--- src/pair_alu_pkg.sv ---
`default_nettype none

package pair_alu_pkg;

    // operand and result widths, unsigned arithmetic only
    localparam int OPERAND_W = 16;
    localparam int SUM_W     = OPERAND_W + 1;
    localparam int PRODUCT_W = 2 * OPERAND_W;

    // b is split into two bytes for the two-stage multiply
    localparam int BYTE_W    = OPERAND_W / 2;
    localparam int PART_W    = OPERAND_W + BYTE_W;

    // one input beat
    typedef struct packed {
        logic [OPERAND_W-1:0] a;
        logic [OPERAND_W-1:0] b;
    } operand_pair_t;

    // partial products between the two multiplier stages
    // a times the high byte of b keeps all 24 bits, it is shifted by one byte later
    typedef struct packed {
        logic [PART_W-1:0] lo_part;
        logic [PART_W-1:0] hi_part;
    } partial_t;

    // merged output beat
    typedef struct packed {
        logic [SUM_W-1:0]     sum;
        logic [PRODUCT_W-1:0] product;
    } result_t;

endpackage

`default_nettype wire

--- src/stream_if.sv ---
`timescale 1ns/1ns
`default_nettype none

interface stream_if #(
    parameter type T = logic
) ();

    // handshake, a beat moves on an edge with valid and ready both high
    logic valid;
    logic ready;

    // payload plus end of frame marker
    T     data;
    logic last;

    // producer side
    modport source (
        output valid,
        output data,
        output last,
        input  ready
    );

    // consumer side
    modport sink (
        input  valid,
        input  data,
        input  last,
        output ready
    );

endinterface

`default_nettype wire

--- src/pipe_regs.sv ---
`timescale 1ns/1ns
`default_nettype none

module pipe_regs #(
    parameter type  T           = logic,
    parameter logic VALID_RESET = 1'b0
) (
    input  logic clk,
    input  logic rst_n,

    // upstream handshake
    input  logic i_valid,
    output logic i_ready,
    input  T     i_data,

    // downstream handshake
    output logic o_valid,
    input  logic o_ready,
    output T     o_data
);

    // output register only, or output plus skid buffer
    // the buffer is never occupied on its own
    typedef enum logic [1:0] {
        EMPTY,
        BUSY,
        FULL
    } state_t;

    state_t state;
    state_t state_next;

    logic insert;
    logic remove;
    logic load;
    logic flow;
    logic fill;
    logic flush;
    logic unload;

    logic out_wren;
    logic buf_wren;
    logic use_buf;
    T     buf_data;
    T     sel_data;

    assign insert = i_valid && i_ready;
    assign remove = o_valid && o_ready;

    // empty pipe takes a beat into the output register
    assign load   = (state == EMPTY) && insert && !remove;
    // old beat leaves while a new one replaces it
    assign flow   = (state == BUSY) && insert && remove;
    // downstream stalled, new beat parks in the buffer
    assign fill   = (state == BUSY) && insert && !remove;
    // buffered beat moves up as the output one leaves
    assign flush  = (state == FULL) && !insert && remove;
    // last beat leaves
    assign unload = (state == BUSY) && !insert && remove;

    always_comb begin
        state_next = state;
        if (load || flow || flush) begin
            state_next = BUSY;
        end else if (fill) begin
            state_next = FULL;
        end else if (unload) begin
            state_next = EMPTY;
        end
    end

    always_ff @(posedge clk) begin
        if (!rst_n) begin
            state   <= EMPTY;
            i_ready <= 1'b1;
            o_valid <= VALID_RESET;
        end else begin
            state   <= state_next;
            // registered ready, low only with both entries taken
            i_ready <= (state_next != FULL);
            o_valid <= (state_next != EMPTY);
        end
    end

    // data path write enables
    assign out_wren = load || flow || flush;
    assign buf_wren = fill;
    assign use_buf  = flush;
    assign sel_data = use_buf ? buf_data : i_data;

    always_ff @(posedge clk) begin
        if (buf_wren) begin
            buf_data <= i_data;
        end
        if (out_wren) begin
            o_data <= sel_data;
        end
    end

endmodule

`default_nettype wire

--- src/beat_fork.sv ---
`timescale 1ns/1ns
`default_nettype none

module beat_fork (
    input  logic     clk,
    input  logic     rst_n,
    stream_if.sink   in,
    stream_if.source o_sum_br,
    stream_if.source o_prod_br
);

    // set once a branch has the current input beat
    logic sum_taken;
    logic prod_taken;

    logic sum_xfer;
    logic prod_xfer;
    logic in_xfer;

    // same beat broadcast to both branches
    assign o_sum_br.data  = in.data;
    assign o_sum_br.last  = in.last;
    assign o_prod_br.data = in.data;
    assign o_prod_br.last = in.last;

    // a branch that already took the beat is not offered it again
    assign o_sum_br.valid  = in.valid && !sum_taken;
    assign o_prod_br.valid = in.valid && !prod_taken;

    assign sum_xfer  = o_sum_br.valid && o_sum_br.ready;
    assign prod_xfer = o_prod_br.valid && o_prod_br.ready;

    // input completes once every branch still owed the beat accepts it
    assign in.ready = (sum_taken || o_sum_br.ready) && (prod_taken || o_prod_br.ready);
    assign in_xfer  = in.valid && in.ready;

    always_ff @(posedge clk) begin
        if (!rst_n) begin
            sum_taken  <= 1'b0;
            prod_taken <= 1'b0;
        end else if (in_xfer) begin
            // beat done, next beat goes to both again
            sum_taken  <= 1'b0;
            prod_taken <= 1'b0;
        end else begin
            if (sum_xfer) begin
                sum_taken <= 1'b1;
            end
            if (prod_xfer) begin
                prod_taken <= 1'b1;
            end
        end
    end

endmodule

`default_nettype wire

--- src/sum_path.sv ---
`timescale 1ns/1ns
`default_nettype none

module sum_path
    import pair_alu_pkg::*;
(
    input  logic     clk,
    input  logic     rst_n,
    stream_if.sink   in,
    stream_if.source out
);

    // sum plus frame marker as one skid payload
    typedef struct packed {
        logic             last;
        logic [SUM_W-1:0] sum;
    } sum_beat_t;

    sum_beat_t add_beat;
    sum_beat_t mid_beat;
    sum_beat_t out_beat;
    logic      mid_valid;
    logic      mid_ready;

    // widen both operands so the carry lands in the top bit
    always_comb begin
        add_beat.last = in.last;
        add_beat.sum  = SUM_W'(in.data.a) + SUM_W'(in.data.b);
    end

    pipe_regs #(
        .T (sum_beat_t)
    ) u_add_stage (
        .clk     (clk),
        .rst_n   (rst_n),
        .i_valid (in.valid),
        .i_ready (in.ready),
        .i_data  (add_beat),
        .o_valid (mid_valid),
        .o_ready (mid_ready),
        .o_data  (mid_beat)
    );

    // second stage matches the two-stage product path
    // so the join sees both results of a beat in the same cycle
    pipe_regs #(
        .T (sum_beat_t)
    ) u_align_stage (
        .clk     (clk),
        .rst_n   (rst_n),
        .i_valid (mid_valid),
        .i_ready (mid_ready),
        .i_data  (mid_beat),
        .o_valid (out.valid),
        .o_ready (out.ready),
        .o_data  (out_beat)
    );

    assign out.data = out_beat.sum;
    assign out.last = out_beat.last;

endmodule

`default_nettype wire

--- src/product_path.sv ---
`timescale 1ns/1ns
`default_nettype none

module product_path
    import pair_alu_pkg::*;
(
    input  logic     clk,
    input  logic     rst_n,
    stream_if.sink   in,
    stream_if.source out
);

    // stage one payload, partial products
    typedef struct packed {
        logic     last;
        partial_t part;
    } part_beat_t;

    // stage two payload, full product
    typedef struct packed {
        logic                 last;
        logic [PRODUCT_W-1:0] product;
    } prod_beat_t;

    part_beat_t part_in;
    part_beat_t part_out;
    prod_beat_t prod_in;
    prod_beat_t prod_out;
    logic       mid_valid;
    logic       mid_ready;

    // a times each byte of b, two 16x8 multipliers
    always_comb begin
        part_in.last         = in.last;
        part_in.part.lo_part = PART_W'(in.data.a) * PART_W'(in.data.b[BYTE_W-1:0]);
        part_in.part.hi_part = PART_W'(in.data.a) * PART_W'(in.data.b[OPERAND_W-1:BYTE_W]);
    end

    pipe_regs #(
        .T (part_beat_t)
    ) u_mul_stage (
        .clk     (clk),
        .rst_n   (rst_n),
        .i_valid (in.valid),
        .i_ready (in.ready),
        .i_data  (part_in),
        .o_valid (mid_valid),
        .o_ready (mid_ready),
        .o_data  (part_out)
    );

    // high partial is worth one byte more, shift then add
    // a*ffff is the largest case and still fits 32 bits
    always_comb begin
        prod_in.last    = part_out.last;
        prod_in.product = PRODUCT_W'(part_out.part.lo_part)
                        + (PRODUCT_W'(part_out.part.hi_part) << BYTE_W);
    end

    pipe_regs #(
        .T (prod_beat_t)
    ) u_add_stage (
        .clk     (clk),
        .rst_n   (rst_n),
        .i_valid (mid_valid),
        .i_ready (mid_ready),
        .i_data  (prod_in),
        .o_valid (out.valid),
        .o_ready (out.ready),
        .o_data  (prod_out)
    );

    assign out.data = prod_out.product;
    assign out.last = prod_out.last;

endmodule

`default_nettype wire

--- src/result_join.sv ---
`timescale 1ns/1ns
`default_nettype none

module result_join
    import pair_alu_pkg::*;
(
    input  logic     clk,
    input  logic     rst_n,
    stream_if.sink   i_sum,
    stream_if.sink   i_prod,
    stream_if.source out
);

    // merged result plus frame marker
    typedef struct packed {
        logic    last;
        result_t res;
    } join_beat_t;

    join_beat_t join_beat;
    join_beat_t out_beat;
    logic       both_valid;
    logic       join_ready;
    logic       take;

    // a merged beat exists only with both halves present
    assign both_valid = i_sum.valid && i_prod.valid;

    // both branches are pulled on the same edge, never one alone
    assign take         = both_valid && join_ready;
    assign i_sum.ready  = take;
    assign i_prod.ready = take;

    // last comes from the sum side, both sides carry the same flag
    always_comb begin
        join_beat.last        = i_sum.last;
        join_beat.res.sum     = i_sum.data;
        join_beat.res.product = i_prod.data;
    end

    pipe_regs #(
        .T (join_beat_t)
    ) u_out_stage (
        .clk     (clk),
        .rst_n   (rst_n),
        .i_valid (both_valid),
        .i_ready (join_ready),
        .i_data  (join_beat),
        .o_valid (out.valid),
        .o_ready (out.ready),
        .o_data  (out_beat)
    );

    assign out.data = out_beat.res;
    assign out.last = out_beat.last;

endmodule

`default_nettype wire

--- src/pair_alu.sv ---
`timescale 1ns/1ns
`default_nettype none

module pair_alu
    import pair_alu_pkg::*;
(
    input  logic                 clk,
    input  logic                 rst_n,

    // operand pair input stream
    input  logic                 i_valid,
    output logic                 i_ready,
    input  logic [OPERAND_W-1:0] i_a,
    input  logic [OPERAND_W-1:0] i_b,
    input  logic                 i_last,

    // result output stream
    output logic                 o_valid,
    input  logic                 o_ready,
    output logic [SUM_W-1:0]     o_sum,
    output logic [PRODUCT_W-1:0] o_product,
    output logic                 o_last
);

    stream_if #(.T(operand_pair_t))         in_s ();
    stream_if #(.T(operand_pair_t))         fork_sum_s ();
    stream_if #(.T(operand_pair_t))         fork_prod_s ();
    stream_if #(.T(logic [SUM_W-1:0]))      sum_s ();
    stream_if #(.T(logic [PRODUCT_W-1:0]))  prod_s ();
    stream_if #(.T(result_t))               out_s ();

    // top ports onto the input stream
    assign in_s.valid = i_valid;
    assign in_s.data  = '{a: i_a, b: i_b};
    assign in_s.last  = i_last;
    assign i_ready    = in_s.ready;

    beat_fork u_fork (
        .clk       (clk),
        .rst_n     (rst_n),
        .in        (in_s),
        .o_sum_br  (fork_sum_s),
        .o_prod_br (fork_prod_s)
    );

    sum_path u_sum (
        .clk   (clk),
        .rst_n (rst_n),
        .in    (fork_sum_s),
        .out   (sum_s)
    );

    product_path u_prod (
        .clk   (clk),
        .rst_n (rst_n),
        .in    (fork_prod_s),
        .out   (prod_s)
    );

    result_join u_join (
        .clk    (clk),
        .rst_n  (rst_n),
        .i_sum  (sum_s),
        .i_prod (prod_s),
        .out    (out_s)
    );

    // output stream onto top ports
    assign o_valid     = out_s.valid;
    assign out_s.ready = o_ready;
    assign o_sum       = out_s.data.sum;
    assign o_product   = out_s.data.product;
    assign o_last      = out_s.last;

endmodule

`default_nettype wire

--- config.mk ---
export PLATFORM = sky130hd
export DESIGN_NAME = pair_alu
export DESIGN_NICKNAME = d
export VERILOG_FILES = /design/src/pair_alu_pkg.sv /design/src/stream_if.sv /design/src/pipe_regs.sv /design/src/beat_fork.sv /design/src/sum_path.sv /design/src/product_path.sv /design/src/result_join.sv /design/src/pair_alu.sv
export SDC_FILE = /design/constraint.sdc
export NUM_CORES = 1
export LEC_CHECK = 0
export ABC_AREA = 1
export ABC_CLOCK_PERIOD_IN_PS = 4700
export BUFFER_PORTS_ARGS = -buffer_cell sky130_fd_sc_hd__buf_2
export CORE_MARGIN = 1.5
export CORE_UTILIZATION = 30
export CTS_BUF_LIST = sky130_fd_sc_hd__clkbuf_8 sky130_fd_sc_hd__clkbuf_16
export DETAILED_ROUTE_END_ITERATION = 10
export GPL_ROUTABILITY_DRIVEN = 0
export PLACE_DENSITY = 0.51
export SKIP_CTS_REPAIR_TIMING = 1
export SKIP_LAST_GASP = 1
export SYNTH_ARGS = -nofsm -noshare
export SYNTH_HDL_FRONTEND = slang
export SYNTH_SLANG_ARGS = --single-unit
--- constraint.sdc ---
create_clock -name clk -period 4.7 [get_ports clk]
set_clock_uncertainty 0.15 [all_clocks]
set_input_delay 0 -clock clk [delete_from_list [all_inputs] [get_ports clk]]
set_output_delay 0 -clock clk [all_outputs]
set_load 0.01 [all_outputs]
==> results of run 1 <==
==> tightest hold or removal path, stage by stage <==
cell and delay (ns):
buf_2 0.20, buf_4 0.22, nand2_1 0.13, inv_1 0.05
==> worst min path at each step <==
| stage | from | to | slack, ns | cells after the start |
|---|---|---|---|---|
| final | i_a[0] | u_prod.u_mul_stage.buf_data[0] | 0.04 | 4 |
| after global routing | i_last | u_sum.u_add_stage.buf_data[17] | 0.04 | 2 |
| after CTS | i_last | u_sum.u_add_stage.buf_data[17] | -0.53 | 1 |
| after detailed placement | i_last | u_sum.u_add_stage.buf_data[17] | 0.07 | 1 |
| after global placement | i_last | u_sum.u_add_stage.buf_data[17] | 0.07 | 1 |
| after floorplan | i_last | u_sum.u_add_stage.buf_data[17] | -0.05 | 0 |
==> state kept, by name (all words and copies together), names as in the netlist, 18 cells and up <==
| register | count |
|---|---|
| u_prod.u_add_stage.o_data | 32 |
| u_sum.u_align_stage.o_data | 18 |
| u_join.u_out_stage.buf_data | 50 |
| u_join.u_out_stage.o_data | 50 |
| u_prod.u_add_stage.buf_data | 32 |
| u_prod.u_mul_stage.buf_data | 48 |
| u_sum.u_align_stage.buf_data | 18 |
| u_sum.u_add_stage.buf_data | 18 |
| u_sum.u_add_stage.o_data | 18 |
| u_prod.u_mul_stage.o_data | 48 |
==> cells in the mapped netlist (all sizes together) <==
library cell,number
xnor2,6
ha,122
and3,2
and2,52
nand3,122
edfxtp,332
nand4,28
a21oi,65
o22a,1
clkinv,2
inv,591
clkbuf,39
or2,7
nand2,879
o21ai,20
nor3,3
nor2,89
buf,21
o21bai,9
mux2,68
a31oi,6
nand3b,24
dfxtp,22
xor2,24
fa,169
==> final cells by class <==
cell class,count,area [um2]
sequential,354,10410
clock buffer,44,1067
clock inverter,29,285.3
timing repair buffer,120,700.7
multi-input combinational,1696,11590
inverter,593,2228
tap,1060,1326
fill,8434,53060
==> cell families after synthesis <==
kind of cell	Yosys count	synth area share
AND/OR/NAND/NOR	1206	0.2060
adder cells (fa/ha/maj)	291	0.2005
AO/OA/AOI/OAI	101	0.02202
buffers and inverters	653	0.1028
flip-flops	354	0.4251
multiplexers	68	0.03280
XOR/XNOR	30	0.01073
==> layer usage <==
layer,part of all wire,vias up
met5,0,-
met4,0.017,0
met3,0.052,49
met2,0.42,333
met1,0.52,7773
li1,-,8589
==> power by group through the flow <==
stage	sequential [mW]	clock (mW)	combinational, mW
after floorplan	5.11	0	5.61
after global placement	5.20	0	7.73
after detailed placement	5.21	0	7.74
after CTS	5.15	3.26	7.79
after global routing	5.21	3.38	8.94
final	5.13	3.15	7.74
==> through the flow <==
stage / setup WS, ns / power, mW / util / area, um2 / instances
detailed placement: 0.1119 / 12.95 / 0.3245 / 26180 / 3815
global route: 0.4379 / 17.53 / 0.3423 / 27610 / 3896
CTS: 0.6994 / 16.20 / 0.3413 / 27530 / 3888
global placement: 0.1248 / 12.93 / 0.3245 / 26180 / 3815
finish: 0.6383 / 16.03 / 0.3423 / 27610 / 3896
floorplan: 0.5867 / 10.72 / - / 24490 / 2703
==> run summary, run 1 <==
final worst path period need: 4.062 ns
switching portion of total power: 0.4090
setup_tns: 0 ns
commonest non-fill, non-tap cell in the layout: nand2_1
grt met2 use: 0.1966
power share of the combinational group: 0.483
Seq pwr share: 0.320
Synthesized Nets: 3031
CTS Root Cell: clkbuf_16
Pins Over Slew Limit: 0
top cell type's share of synthesized area: 0.4071
Worst path depth: 18
register bit count reported by yosys: 354
Reg-to-Reg End: u_sum.u_add_stage.o_valid
crit-path max FO: 16
cell repeated most along the worst path: nand2_1
Internal Power: 9.472 mW
Routed Antenna Nets: 0
PwrDens: 580.4 nW/um2
Slew HR: 0.3229
clock sinks: 354
Die ar.: 83360 um2
peak supply drop: 0.2560 mV
Core Area: 80680 um2
worst hold slack: 0.03986 ns
I/O pin count: 89
CTS HTree Levels: 2
gr ovfl total: 0
Final nets: 3134
Synth area leaders: edfxtp_1 (41%), fa_1 (14%), nand2_1 (13%), inv_1 (9.0%), ha_1 (6.2%)
Distinct cells, synth: 38
NetSw: 6.554 mW
Reg2Reg Launch Point: u_sum.u_add_stage.o_valid
Syn Inst Count: 2703
clock slew at reported path FFs: 0.06 ns
Mean Syn Cell Area: 9.060 um2
initial antenna violation count: 0
Worst setup endpoint: u_prod.u_mul_stage.o_data[13]
via count: 16744
failing checks: DRC
fraction of layout cells with a size suffix above 1: 0.09097
Pre-antenna DRT Iters: 10
CP peak stage delay: 0.54 ns
clock buffer depth: 3
CP cell instances: dlygate4sd3_1, buf_2, ha_1, fa_1, fa_1, inv_1, fa_1, inv_1, ha_1, nand2_1, inv_1, nand2_1, nand2_1, nand2_1, nand3_1, or2_2, nand3_1, nand2_1
GRT Util Overall: 0.1359
crit end category: flop
Crit path buffers/inverters: 5
Worst-Skew Late Latency: 0.58 ns
status: finished, violations left
YS warnings: 0
Slew @ Worst Pin: 1.013 ns
largest net degree at the start of global routing: 52
DRC: 1
Req. time, crit path: 4.87 ns
area grow syn2layout: 12.75%
antenna cells: 0
cell taking the most area after synthesis: edfxtp_1
global-route wire length before repair: 89850 um
final hold vios: 0
Crit. Startpoint: i_b[8]
DR WL/cell: 14.42 um
die width: 288.7 um
initial core utilization: 0.3036
Worst EP arrival: 4.23 ns
grt met1 use: 0.2087
Top Usage Layer GRT: met1
row count: 104
CP max stage cell: fa_1
RSZ-0062 raised after global routing: no
DP HPWL: 43010 um
vias in the first global route: 16127
TritonCTS buffer count: 41
final wirelength: 56160 um
CTS tree: yes
Reg2Reg Depth: 7
WS Path Type: in2reg
Die H: 288.7 um
DR vias/cell: 4.298
critical path's top delay family: adder cells
commonest non-fill, non-tap cells in the layout: nand2_1 (878), inv_1 (597), edfxtp_1 (332)
reg2reg setup slack: 1.96 ns
IO Port Bufs: 88
Setup violations, final: 0
Clk pwr share: 0.197
synthesized area: 24490 um2
CP Launch Type: input pin
Seq/Total Area, Yosys: 0.4251
Tightest Hold Check Type: in2reg
DR iter-0 viols: 923
max-cap viol count: 0
Fmax: 246.2 MHz
Final Cycle Share: 0.8642
routing usage on met3: 0.02417
leakage: 13.77 nW
Note: power is estimated with default switching activity, not from simulation.
==> inputs of run 2 (changes only) <==
--- a/config.mk
+++ b/config.mk
@@ -8,6 +8,7 @@
 export ABC_AREA = 1
 export ABC_CLOCK_PERIOD_IN_PS = 4700
 export BUFFER_PORTS_ARGS = -buffer_cell sky130_fd_sc_hd__buf_2
+export CORE_ASPECT_RATIO = 1.4
 export CORE_MARGIN = 1.5
 export CORE_UTILIZATION = 30
 export CTS_BUF_LIST = sky130_fd_sc_hd__clkbuf_8 sky130_fd_sc_hd__clkbuf_16
==> run 2 against run 1 <==
Effect of this change:
- the flow now finishes without violations
- critical endpoint is now u_prod.u_mul_stage.o_data[9]
- combinational power about the same
- non-clock buffer count increased by 5
- global-route usage increased by 0.60 points
- utilization shrank 0.32 points
- largest cell class unchanged
- die area hardly changed
- critical path type unchanged
- via count fell by 0.71%
==> run summary, run 2 (synthesis results as in run 1) <==
placed cell count: 3821 (was 3815)
Die H: 341.1 um (was 288.7 um)
Worst EP arrival: 4.21 ns (was 4.23 ns)
Worst setup endpoint: u_prod.u_mul_stage.o_data[9] (was u_prod.u_mul_stage.o_data[13])
clock sinks: 354 (unchanged)
TritonCTS buffer count: 31 (was 41)
commonest non-fill, non-tap cell in the layout: nand2_1 (unchanged)
commonest non-fill, non-tap cells in the layout: nand2_1 (878), inv_1 (596), edfxtp_1 (332) (was nand2_1 (878), inv_1 (597), edfxtp_1 (332))
initial core utilization: 0.3037 (was 0.3036)
Reg2Reg Depth: 8 (was 7)
initial antenna violation count: 0 (unchanged)
crit end category: flop (unchanged)
global-route wire length before repair: 94000 um (was 89850 um)
final wirelength: 57830 um (was 56160 um)
peak supply drop: 0.3254 mV (was 0.2560 mV)
CTS Root Cell: clkbuf_16 (unchanged)
CTS tree: yes (unchanged)
CP Launch Type: input pin (unchanged)
clock slew at reported path FFs: 0.07 ns (was 0.06 ns)
gr ovfl total: 0 (unchanged)
Final Cycle Share: 0.8423 (was 0.8642)
DR WL/cell: 14.88 um (was 14.42 um)
Req. time, crit path: 4.95 ns (was 4.87 ns)
antenna cells: 0 (unchanged)
setup_tns: 0 ns (unchanged)
Core Area: 80640 um2 (was 80680 um2)
die width: 244.5 um (was 288.7 um)
largest net degree at the start of global routing: 53 (was 52)
IO Port Bufs: 88 (unchanged)
Routed Antenna Nets: 0 (unchanged)
WS Path Type: in2reg (unchanged)
Crit. Startpoint: i_b[8] (unchanged)
DR iter-0 viols: 762 (was 923)
fraction of layout cells with a size suffix above 1: 0.08743 (was 0.09097)
Pins Over Slew Limit: 0 (unchanged)
leakage: 13.63 nW (was 13.77 nW)
crit-path max FO: 16 (unchanged)
DR vias/cell: 4.277 (was 4.298)
Setup violations, final: 0 (unchanged)
status: completed (was finished, violations left)
Fmax: 252.6 MHz (was 246.2 MHz)
CTS HTree Levels: 1 (was 2)
RSZ-0062 raised after global routing: no (unchanged)
Finished Layout Cells: 3887 (was 3896)
via count: 16625 (was 16744)
top flop regs: u_join.u_out_stage.buf_data (50), u_join.u_out_stage.o_data (50) (unchanged)
vias in the first global route: 17149 (was 16127)
Slew @ Worst Pin: 0.8727 ns (was 1.013 ns)
DP HPWL: 46360 um (was 43010 um)
Reg-to-Reg End: u_prod.u_add_stage.o_data[24] (was u_sum.u_add_stage.o_valid)
Final nets: 3129 (was 3134)
Pre-antenna DRT Iters: 7 (was 10)
I/O pin count: 89 (unchanged)
Tightest Hold Check Type: in2reg (unchanged)
GRT Util Overall: 0.1419 (was 0.1359)
row count: 123 (was 104)
clock buffer depth: 3 (unchanged)
PwrDens: 567.1 nW/um2 (was 580.4 nW/um2)
Reg2Reg Launch Point: u_join.u_out_stage.i_ready (was u_sum.u_add_stage.o_valid)
Slew HR: 0.4166 (was 0.3229)
DRC: 0 (was 1)
area grow syn2layout: 11.64% (was 12.75%)
Die ar.: 83380 um2 (was 83360 um2)
reg2reg setup slack: 2.06 ns (was 1.96 ns)
max-cap viol count: 0 (unchanged)
Worst-Skew Late Latency: 0.57 ns (was 0.58 ns)
critical hold path startpoint: i_a[0] (unchanged)
final worst path period need: 3.959 ns (was 4.062 ns)
final hold vios: 0 (unchanged)
==> run 2: cell types whose count changed in the layout (fill, tap and decap cells not counted) <==
| cell | before | now |
|---|---|---|
| buf_12 | 0 | 1 |
| inv_1 | 597 | 596 |
| clkinv_16 | 1 | 0 |
| bufinv_16 | 4 | 5 |
| clkbuf_8 | 3 | 0 |
| clkbuf_16 | 41 | 31 |
| buf_4 | 24 | 27 |
| dlygate4sd3_1 | 8 | 9 |
| clkinv_8 | 2 | 0 |
==> run 2: report_power, final <==
group	total, mW	switching [mW]	leakage [nW]	internal (mW)
Combinational	7.74	5.00	9.89	2.74
Sequential	5.19	0.338	3.22	4.85
Clock	2.57	1.10	0.528	1.47
==> run 2: layer usage <==
metal  vias to the layer above  GRT usage  wire length (um)
li1                       8556          -                 -
met1                      7758     0.1751             25330
met2                       246     0.2592             29140
met3                        65   0.008965              1420
met4                         0    0.05118              1942
met5                         -          0                 0
==> run 2: worst max-delay path: stages <==
cell           delay (ns)
dlygate4sd3_1        0.54
buf_2                0.37
ha_1                 0.29
fa_1                 0.45
fa_1                 0.54
inv_1                0.05
fa_1                 0.47
inv_1                0.04
ha_1                 0.35
nand2_1              0.12
nor2_1               0.21
inv_1                0.07
nand3_1              0.14
xor2_1               0.28
nand2_1              0.08
nand2_1              0.18
==> run 2: how the worst min path moves through the flow <==
| stage | to | slack, ns | cells past startpoint |
|---|---|---|---|
| detailed placement | u_sum.u_add_stage.buf_data[17] | 0.1 | 1 |
| floorplan | u_sum.u_add_stage.buf_data[17] | -0.05 | 0 |
| global placement | u_sum.u_add_stage.buf_data[17] | 0.1 | 1 |
| global route | u_prod.u_mul_stage.buf_data[24] | 0.02 | 3 |
| finish | u_prod.u_mul_stage.o_data[0] | 0.006 | 4 |
| CTS | u_sum.u_add_stage.buf_data[17] | -0.49 | 1 |
==> run 2: layout make-up <==
cell class | instances | area [um2]
inverters | 593 | 2228
repair buffers | 125 | 753.2
fillers | 8390 | 53300
flip-flops and latches | 354 | 10410
well taps | 1062 | 1329
multi-input cells | 1696 | 11590
clock buffers | 31 | 775.7
clock inverters | 26 | 249.0
==> run 2: stage by stage <==
stage / hold WS [ns] / utilization / power (mW) / area (um2) / worst slack, ns
after detailed placement: 0.09866 / 0.3252 / 13.08 / 26230 / 0.2032
after floorplan: -0.05113 / - / 10.72 / 24490 / 0.5867
after CTS: -0.4949 / 0.3379 / 15.72 / 27250 / 0.8203
final: 0.005839 / 0.3390 / 15.50 / 27340 / 0.7412
after global placement: 0.09751 / 0.3252 / 13.05 / 26230 / 0.2064
after global routing: 0.02247 / 0.3390 / 17.01 / 27340 / 0.5015
